**src/hw/spiPkg.sv**
```systemverilog
package spiPkg;

	// Peripheral bus request from the host
	typedef struct packed {
		logic enable;
		logic we;
		logic oe;
		logic [15:0] address;
		logic [31:0] writeData;
	} busRequest_t;

	// Configuration register layout, high bit first
	typedef struct packed {
		logic activeHighCS;
		logic useCS;
		logic msbFirst;
		logic [1:0] spiMode;
		logic [2:0] clockScale;
	} spiConfig_t;

	typedef struct packed {
		logic en;
		logic sclk;
		logic mosi;
		logic cs;
	} spiPins_t;

	// Scale 4, mode 0, MSB first, active low chip select
	localparam logic [7:0] CONFIG_DEFAULT = 8'h64;

	localparam logic [11:0] CONFIG_ADDRESS = 12'h000;
	localparam logic [11:0] DATA_ADDRESS = 12'h004;

endpackage

```
**src/hw/peripheralRegister.sv**
```systemverilog
module peripheralRegister import spiPkg::*; #(
	parameter type payload_t = logic [7:0],
	parameter logic [11:0] ADDRESS = 12'h000,
	parameter payload_t DEFAULT = payload_t'(0)
) (
	input logic clk,
	input logic rst,
	input logic selected,
	input busRequest_t request,
	output payload_t value,
	output logic written
);

	logic hit;

	// Only the local part of the address is decoded here
	assign hit = selected && request.we && (request.address[11:0] == ADDRESS);

	always_ff @(posedge clk) begin
		if (rst) begin
			value <= DEFAULT;
		end else if (hit) begin
			value <= payload_t'(request.writeData[$bits(payload_t)-1:0]);
		end
	end

	// Pulses on the edge that captures the new value
	always_ff @(posedge clk) begin
		if (rst) begin
			written <= 1'b0;
		end else begin
			written <= hit;
		end
	end

endmodule

```
**src/hw/busInterface.sv**
```systemverilog
module busInterface import spiPkg::*; #(
	parameter logic [3:0] ID = 4'h0,
	parameter int WIDTH = 8
) (
	input logic clk,
	input logic rst,
	input busRequest_t request,
	input logic transferBusy,
	input logic [WIDTH-1:0] rxWord,
	output logic [31:0] readData,
	output spiConfig_t spiConfig,
	output logic [WIDTH-1:0] txWord,
	output logic start
);

	logic selected;
	logic [11:0] localAddress;
	logic dataWritten;

	// Top nibble picks the peripheral
	assign selected = request.enable && (request.address[15:12] == ID);
	assign localAddress = request.address[11:0];

	peripheralRegister #(
		.payload_t(spiConfig_t),
		.ADDRESS(CONFIG_ADDRESS),
		.DEFAULT(spiConfig_t'(CONFIG_DEFAULT))
	) configRegister (
		.clk(clk),
		.rst(rst),
		.selected(selected),
		.request(request),
		.value(spiConfig),
		.written()
	);

	peripheralRegister #(
		.payload_t(logic [WIDTH-1:0]),
		.ADDRESS(DATA_ADDRESS),
		.DEFAULT('0)
	) dataRegister (
		.clk(clk),
		.rst(rst),
		.selected(selected),
		.request(request),
		.value(txWord),
		.written(dataWritten)
	);

	// Writes during a transfer are dropped
	assign start = dataWritten && !transferBusy;

	always_comb begin
		readData = '0;
		if (selected && request.oe) begin
			case (localAddress)
				CONFIG_ADDRESS: readData = 32'(spiConfig);
				DATA_ADDRESS: readData = 32'(rxWord);
				default: readData = '0;
			endcase
		end
	end

endmodule

```
**src/hw/shiftRegister.sv**
```systemverilog
module shiftRegister #(
	parameter int WIDTH = 8
) (
	input logic clk,
	input logic rst,
	input logic load,
	input logic sampleStrobe,
	input logic shiftStrobe,
	input logic msbFirst,
	input logic [WIDTH-1:0] parallelIn,
	output logic [WIDTH-1:0] parallelOut,
	input logic miso,
	output logic mosi
);

	logic [WIDTH-1:0] data;
	logic heldBit;

	always_ff @(posedge clk) begin
		if (rst) begin
			data <= '0;
			heldBit <= 1'b0;
		end else if (load) begin
			data <= parallelIn;
		end else begin
			if (sampleStrobe) begin
				heldBit <= miso;
			end
			// Held bit enters at the end opposite the output
			if (shiftStrobe) begin
				if (msbFirst) begin
					data <= {data[WIDTH-2:0], heldBit};
				end else begin
					data <= {heldBit, data[WIDTH-1:1]};
				end
			end
		end
	end

	assign mosi = msbFirst ? data[WIDTH-1] : data[0];
	assign parallelOut = data;

endmodule

```
**src/hw/spiController.sv**
```systemverilog
module spiController import spiPkg::*; #(
	parameter int WIDTH = 8,
	parameter int CLOCK_WIDTH = 8
) (
	input logic clk,
	input logic rst,
	input spiConfig_t spiConfig,
	input logic start,
	input logic mosi,
	output logic load,
	output logic sampleStrobe,
	output logic shiftStrobe,
	output spiPins_t spi,
	output logic transferBusy
);

	localparam int BIT_BITS = $clog2(WIDTH);

	typedef enum logic [1:0] {
		IDLE,
		SETUP,
		SHIFT,
		FINISH
	} state_t;

	state_t state;
	spiConfig_t latched;
	logic [CLOCK_WIDTH-1:0] clockCounter;
	logic [BIT_BITS-1:0] bitCounter;
	logic [CLOCK_WIDTH-1:0] halfPeriod;
	logic [CLOCK_WIDTH-1:0] fullPeriod;
	logic halfDone;
	logic periodDone;
	logic leadingEdge;
	logic trailingEdge;
	logic finalShift;
	logic polarity;
	logic phase;

	assign polarity = latched.spiMode[1];
	assign phase = latched.spiMode[0];

	// Half period is 2^clockScale system clocks
	assign halfPeriod = CLOCK_WIDTH'(1) << latched.clockScale;
	assign fullPeriod = halfPeriod << 1;
	assign halfDone = clockCounter == halfPeriod - 1'b1;
	assign periodDone = clockCounter == fullPeriod - 1'b1;

	always_ff @(posedge clk) begin
		if (rst) begin
			state <= IDLE;
			latched <= spiConfig_t'(CONFIG_DEFAULT);
			clockCounter <= '0;
			bitCounter <= '0;
			load <= 1'b0;
		end else begin
			load <= 1'b0;
			case (state)
				IDLE: begin
					clockCounter <= '0;
					bitCounter <= '0;
					if (start) begin
						latched <= spiConfig;
						load <= 1'b1;
						state <= SETUP;
					end
				end
				SETUP: begin
					if (halfDone) begin
						clockCounter <= '0;
						state <= SHIFT;
					end else begin
						clockCounter <= clockCounter + 1'b1;
					end
				end
				SHIFT: begin
					if (periodDone) begin
						clockCounter <= '0;
						if (bitCounter == BIT_BITS'(WIDTH - 1)) begin
							state <= FINISH;
						end else begin
							bitCounter <= bitCounter + 1'b1;
						end
					end else begin
						clockCounter <= clockCounter + 1'b1;
					end
				end
				FINISH: begin
					if (halfDone) begin
						clockCounter <= '0;
						state <= IDLE;
					end else begin
						clockCounter <= clockCounter + 1'b1;
					end
				end
				default: state <= IDLE;
			endcase
		end
	end

	assign transferBusy = state != IDLE;

	// Edges of sclk as seen in the cycle it changes
	assign leadingEdge = (state == SHIFT) && (clockCounter == '0);
	assign trailingEdge = (state == SHIFT) && (clockCounter == halfPeriod);

	// Phase 1 has no shift on the first leading edge since the first bit is
	// already out after load, so the last sample is shifted in at the start of FINISH
	assign finalShift = phase && (state == FINISH) && (clockCounter == '0);

	always_comb begin
		if (phase) begin
			sampleStrobe = trailingEdge;
			shiftStrobe = (leadingEdge && bitCounter != '0) || finalShift;
		end else begin
			sampleStrobe = leadingEdge;
			shiftStrobe = trailingEdge;
		end
	end

	assign spi.en = transferBusy;
	assign spi.sclk = polarity ^ ((state == SHIFT) && (clockCounter < halfPeriod));
	assign spi.mosi = mosi;
	assign spi.cs = latched.useCS ? (latched.activeHighCS ~^ transferBusy) : 1'b0;

endmodule

```
**src/hw/spiDevice.sv**
```systemverilog
module spiDevice import spiPkg::*; #(
	parameter logic [3:0] ID = 4'h0,
	parameter int WIDTH = 8
) (
	input logic clk,
	input logic rst,
	input busRequest_t request,
	output logic [31:0] readData,
	output logic busy,
	output spiPins_t spi,
	input logic miso
);

	spiConfig_t spiConfig;
	logic [WIDTH-1:0] txWord;
	logic [WIDTH-1:0] rxWord;
	logic start;
	logic load;
	logic sampleStrobe;
	logic shiftStrobe;
	logic mosi;

	busInterface #(.ID(ID), .WIDTH(WIDTH)) bus0 (
		.clk(clk),
		.rst(rst),
		.request(request),
		.transferBusy(busy),
		.rxWord(rxWord),
		.readData(readData),
		.spiConfig(spiConfig),
		.txWord(txWord),
		.start(start)
	);

	spiController #(.WIDTH(WIDTH)) controller0 (
		.clk(clk),
		.rst(rst),
		.spiConfig(spiConfig),
		.start(start),
		.mosi(mosi),
		.load(load),
		.sampleStrobe(sampleStrobe),
		.shiftStrobe(shiftStrobe),
		.spi(spi),
		.transferBusy(busy)
	);

	shiftRegister #(.WIDTH(WIDTH)) shifter0 (
		.clk(clk),
		.rst(rst),
		.load(load),
		.sampleStrobe(sampleStrobe),
		.shiftStrobe(shiftStrobe),
		.msbFirst(spiConfig.msbFirst),
		.parallelIn(txWord),
		.parallelOut(rxWord),
		.miso(miso),
		.mosi(mosi)
	);

endmodule

```
**config.mk**
```make
export PLATFORM = sky130hd
export DESIGN_NAME = spiDevice
export DESIGN_NICKNAME = d
export VERILOG_FILES = /design/src/hw/spiPkg.sv /design/src/hw/peripheralRegister.sv /design/src/hw/busInterface.sv /design/src/hw/shiftRegister.sv /design/src/hw/spiController.sv /design/src/hw/spiDevice.sv
export SDC_FILE = /design/constraint.sdc
export NUM_CORES = 1
export LEC_CHECK = 0
export ABC_AREA = 1
export BUFFER_PORTS_ARGS = -buffer_cell sky130_fd_sc_hd__buf_2
export CAP_MARGIN = 30
export CORE_UTILIZATION = 47
export DETAILED_ROUTE_END_ITERATION = 10
export GPL_ROUTABILITY_DRIVEN = 1
export PLACE_DENSITY = 0.79
export SYNTH_ARGS = -nofsm -noshare
export SYNTH_HDL_FRONTEND = slang
export SYNTH_SLANG_ARGS = --single-unit
export TNS_END_PERCENT = 20
```
**constraint.sdc**
```tcl
create_clock -name clk -period 1.85 [get_ports clk]
set_input_delay 0.0925 -clock clk [delete_from_list [all_inputs] [get_ports clk]]
set_output_delay 0.0925 -clock clk [all_outputs]
set_load 0.02 [all_outputs]
```
==> out/summary.txt, run 1 <==
Final Max Slew Viols = 0
Post-Syn Instances = 462
Detail Placement HPWL = 5950 um
Buffer depth of the longest clock path = 2
CP Launch Type = flop
DR WL/cell = 13.8 um
Starting Density = 48.9%
Clock root buffer = clkbuf_8
Synth warn = 0
Worst EP arrival = 2260 ps
Mapped cell area = 0.00310 sq mm
Initial antenna violation count = 0
Final hold violations = 0
Most frequent cells in the layout = 86 x nand2_1, 57 x nor2_1, 44 x dfxtp_1
First DRT Iteration DRCs = 185
DRT Wirelength = 8390 um
Worst vdd ir = 406 uV
Final min period = 2030 ps
Crit. End Element = flop
Final WS setup = -183 ps
Critical Path RT = 2080 ps
Synthesized area per cell = 6.72 sq um
DRT Pass-1 Iters = 6
Total power = 2.50 mW
RSZ-0062 raised after global routing = true
FILL cells = 585
Adder-cell area share of the yosys netlist = 7.66%
GRT Overall Usage = 24.9%
DRC violations left = 0
DIE AREA = 0.00693 sq mm
Fin Hold WS = 26.8 ps
Yosys cell types = 35
Global-route wire length before repair = 14,200 um
Leak = 1.75 nW
Setup Skew = 8.88 ps
Post-synthesis compound-gate area fraction = 14.4%
Final period util = 110%
Row count = 29
Pwr/cell area = 660 mW/mm^2
Vias in the first global route = 3,214
Multi-input logic area = 0.00199 sq mm
Pre-CTS worst setup slack = -243 ps
Status = finished, violations left
RD Place Congestion = 0.917
Clock Sinks = 47
Core area = 0.00635 sq mm
Die W = 83.3 um
Main combinational cell family by area after synthesis = simple AND/OR/NAND/NOR gates
Nets = 602
GRT Residual Overflow = 0
Vias = 3,264
CTS tree = yes
Post-synthesis mux area share = 0%
Register area = 950 sq um
H-tree Lvls = 2
Max-Cap Viols = 0
IO buf count = 42
Hold Crit Class = primary input to flop
Violated checks = setup timing
Clock buffer count from CTS = 5
Final setup viols = 16
Layout overhead on the synthesized area = 22.1%
Routed Antenna Nets = 0
Later-pin clock latency in the skew report = 300 ps
Main synth FF type = dfxtp_1
Synth Area in XOR/XNOR = 1.13%
Clock Pin Slew Worst Setup and Hold Paths = 90 ps
DR vias/cell = 5.39
Post-synthesis sequential area ratio = 30.3%
Ports = 91
Critical path class = flop to flop
Die H = 83.3 um
Share of layout cells above drive strength 1 = 26.8%
Async set-or-reset flop fraction in the synthesized netlist = 0%
Fmax = 0.492 GHz
Simple-gate share of the synthesized area = 31.3%
Largest net degree at the start of global routing = 34
Hold Buf Count CTS = 0
Most common cell after layout, fill and taps aside = nand2_1
Max FO, Critical Path = 8
# diodes = 0
Register bit total from synthesis = 47
EDFF count, synth = 0
stage by stage:
step	std cells	instance area [sq um]	util, %	setup TNS (ps)
CTS	606	3720	58.6	-2090
global route	606	3790	59.7	-4870
finish	606	3790	59.7	-2020
global placement	593	3480	54.9	-2190
detailed placement	593	3480	54.9	-4310
floorplan	485	3250	-	-142
Yosys cell counts, types with 3 or more instances:
library cell   n  share of area [%]
clkbuf_1       7               0.85
nand3_1       24                3.9
nor4_1         4               0.81
inv_1         47                5.7
xor2_1         3               0.85
nor2_2         3               0.60
a21oi_1       35                5.6
nor2_1        62                7.5
buf_6          4                1.5
nand2_1       98                 12
nor3_2         4                1.3
nand4_1        7                1.4
buf_4         27                6.5
a22oi_1        8                1.9
o21ai_0       34                5.5
dfxtp_1       47                 30
nor3_1         5               0.81
ha_1          19                7.7
nand2_2        4               0.81
repair_timing:
item / in CTS / in global routing
cloned: 1 / 0
buffers inserted: 5 / 0
setup endpoints to repair: 23 / 23
resized for setup: 38 / 20
pin swaps: 17 / 14
per-layer routing:
metal  track usage (%)  up-vias  wire length [um]
met5                 0        -                 0
met4              13.8        0               333
met3              3.98       37               502
met2              43.1      146              4180
met1              29.2     1492              3370
li1                  -     1589                 -
worst max-delay path, cell delays in order (launching register included):
cell,delay (ps)
dfxtp_2,350
buf_6,120
nor2_4,130
nand2_4,80
ha_4,300
o21ai_1,70
nor2_1,110
nand3b_1,100
nor2_2,160
nand2_2,90
nand2_4,150
nand4_1,130
a21oi_1,160
path summary, 6_finish.rpt:
check | from | to | slack, ps | depth (start not counted)
worst max register to register | controller0.latched[1]$_SDFFE_PP0P_ | controller0.bitCounter[1]$_SDFFE_PP0P_ | -180 | 12
worst min register to register | shifter0.heldBit$_SDFFE_PP0P_ | shifter0.heldBit$_SDFFE_PP0P_ | 490 | 2
worst min-delay path | request[5] | bus0.configRegister.value[5]$_SDFFE_PP1P_ | 30 | 3
worst max-delay path | controller0.latched[1]$_SDFFE_PP0P_ | controller0.bitCounter[1]$_SDFFE_PP0P_ | -180 | 12
final cells by class:
class | count | share of cell area [%]
Timing Repair Buffer | 75 | 12.3
Clock inverter | 2 | 0.363
Tap cell | 77 | 2.54
Multi-Input combinational cell | 349 | 52.5
Timing Repair inverter | 1 | 0.198
Inverter | 50 | 5.22
Clock buffer | 5 | 1.82
Sequential cell | 47 | 25.1
where the power goes:
part / switching [mW] / total (mW) / internal (mW) / leakage (nW)
clock network: 0.353 / 0.613 / 0.259 / 0.0440
registers: 0.0267 / 1.06 / 1.04 / 0.380
logic: 0.542 / 0.825 / 0.283 / 1.32
sequential cells by signal, summed over array words and instances, names as in the netlist:
signal and count:
bus0.configRegister.value 8, bus0.dataRegister.value 8, bus0.dataRegister.written 1, controller0.bitCounter 3
controller0.clockCounter 8, controller0.latched 7, controller0.load 1, controller0.state 2
shifter0.heldBit 1, shifter0.parallelOut 8
cell families (layout without fill, tap and decap cells):
logic type	after synthesis	after routing
XOR/XNOR	4	4
buffers and inverters	89	133
AND/OR/NAND/NOR	219	219
flip-flops	47	47
other	1	24
AO/OA/AOI/OAI	83	83
adder cells (fa/ha/maj)	19	19
Note: power is estimated with default switching activity, not from simulation.
==> run 2, diff against run 1 <==
==> constraint.sdc (replaced) <==
create_clock -name clk -period 1.85 [get_ports clk]
set_input_delay 0.0925 -clock clk [delete_from_list [all_inputs] [get_ports clk]]
set_output_delay 0.0925 -clock clk [all_outputs]
set_load 0.1 [all_outputs]
==> run 2 against run 1 <==
  * The flow still finishes with violations (setup timing)
  * Register-to-register slack hardly changed
  * Sequential share of layout area is 1.4 points lower
  * Non-clock buffer count is 2 higher
  * Sequential cell count stayed put
  * Worst hold slack worse by 6.1 ps
  * Clock skew is 1.2 ps higher
  * Utilization is 3.7 points higher
  * Via count stayed put
  * Die area stayed put
  * First-iteration DRC count is 31% higher
  * Final area is 6.2% higher
  * Cell count is 0.50% higher
  * Critical path type is now flop to output port
  * Largest cell class unchanged
  * Highest routed layer unchanged
==> out/summary.txt, run 2 (same netlist as run 1, synthesis figures left out) <==
Layout overhead on the synthesized area = 29.7%
Pwr/cell area = 741 mW/mm^2
GRT Residual Overflow = 0
Max FO, Critical Path = 7
Inst Count DP = 596
RD Place Congestion = 0.994
Clock Sinks = 47
GRT Overall Usage = 24.1%
Fmax = 0.473 GHz
Critical Path RT = 1760 ps
Detail Placement HPWL = 5940 um
Vias = 3,264
Largest net degree at the start of global routing = 34
Max-Cap Viols = 0
Hold Crit Class = primary input to flop
Leak = 1.80 nW
Later-pin clock latency in the skew report = 300 ps
Nets = 604
Final Non-Filler Cells = 609
RSZ-0062 raised after global routing = true
Worst Hold Endpoint = bus0.configRegister.value[5]$_SDFFE_PP1P_
Die W = 83.3 um
# diodes = 0
Crit. End Element = output port
Hold Crit Start = request[5]
Clock buffer count from CTS = 5
Worst R2R Start = controller0.latched[1]$_SDFFE_PP0P_
Final core occ = 63.4%
IO buf count = 42
RR Endpoint = controller0.state[1]$_SDFFE_PP0P_
Internal reg-to-reg setup slack = -170 ps
Final setup viols = 23
Status = finished, violations left
FF-to-FF path depth = 13
Hold depth = 3
Clock root buffer = clkbuf_8
Worst EP arrival = 2020 ps
Final hold violations = 0
Buffer depth of the longest clock path = 2
Initial antenna violation count = 0
Global-route wire length before repair = 13,800 um
DRT Wirelength = 8340 um
Setup Skew = 10.1 ps
CTS tree = yes
DRC violations left = 0
Final Max Slew Viols = 0
DR WL/cell = 13.7 um
Clock Pin Slew Worst Setup and Hold Paths = 90 ps
DIE AREA = 0.00693 sq mm
Share of layout cells above drive strength 1 = 28.2%
DR vias/cell = 5.36
Die H = 83.3 um
Starting Density = 48.9%
H-tree Lvls = 2
Most common cell after layout, fill and taps aside = nand2_1
CP Launch Type = flop
Critical path class = flop to output port
First DRT Iteration DRCs = 242
Ports = 91
FILL cells = 520
Row count = 29
Routed Antenna Nets = 0
Vias in the first global route = 3,044
DRT Pass-1 Iters = 5
Final period util = 114%
Final WS setup = -264 ps
CP startpoint = controller0.latched[1]$_SDFFE_PP0P_
Final min period = 2110 ps
Violated checks = setup timing
Most frequent cells in the layout = 90 x nand2_1, 58 x nor2_1, 44 x dfxtp_1
Worst vdd ir = 639 uV
Core area = 0.00635 sq mm
-- run 2: critical path, cell delays in order (launching register included) --
cell and delay [ps]:
dfxtp_4 410, nor2_4 180, nand2_4 100, inv_2 90
ha_4 120, nor2_1 50, o21ai_1 110, nand2_1 80
nand2_2 80, o2111ai_4 130, xnor2_4 180, buf_12 190
-- run 2: layout make-up --
class / count / area [sq um] / area share (%)
multi-input combinational: 349 / 2060 / 51.1
sequential: 47 / 952 / 23.7
clock buffer: 6 / 72.6 / 1.80
clock inverter: 2 / 17.5 / 0.435
tap: 77 / 96.3 / 2.39
timing repair buffer: 77 / 618 / 15.4
timing repair inverter: 1 / 7.51 / 0.187
inverter: 50 / 203 / 5.04
-- run 2: per-stage QoR --
| stage | setup slack (ps) | setup TNS [ps] | hold slack, ps | power [mW] | cell area [sq um] |
|---|---|---|---|---|---|
| finish | -264 | -2240 | 20.6 | 2.98 | 4020 |
| global placement | -168 | -3100 | 324 | 2.24 | 3630 |
| floorplan | -497 | -3510 | 219 | 2.08 | 3220 |
| detailed placement | -251 | -4720 | 331 | 2.26 | 3630 |
| global route | -356 | -5620 | 16.8 | 3.12 | 4020 |
| CTS | -276 | -2790 | 11.0 | 2.93 | 3930 |
-- run 2: worst max path at each step --
stage and end:
5_1_grt spi[2], 3_3_place_gp spi[2], 4_1_cts spi[2], 6_report spi[2]
2_1_floorplan readData[3], 3_5_place_dp shifter0.parallelOut[5]$_SDFFE_PP0P_
-- run 2: power breakdown --
part	leakage, nW	total (mW)	switching, mW	internal [mW]
logic	1.38	1.29	0.974	0.318
clock network	0.0454	0.629	0.357	0.272
registers	0.381	1.06	0.0228	1.04
-- run 2: repair_timing --
| action | CTS | global route |
|---|---|---|
| hold buffers | 0 | 0 |
| buffers inserted | 4 | 1 |
| pin swaps | 10 | 18 |
| gates resized for setup | 55 | 23 |
| endpoints found under the setup margin | 24 | 23 |
| gates cloned | 1 | 0 |
| hold endpoints to repair | 0 | 0 |
-- run 2: routing by layer --
metal	up-vias	part of all wire, %	track usage (%)
met5	-	0	0
met4	0	3.0	9.56
met3	23	6.8	4.87
met2	156	50	42.5
met1	1495	40	28.4
li1	1590	-	-
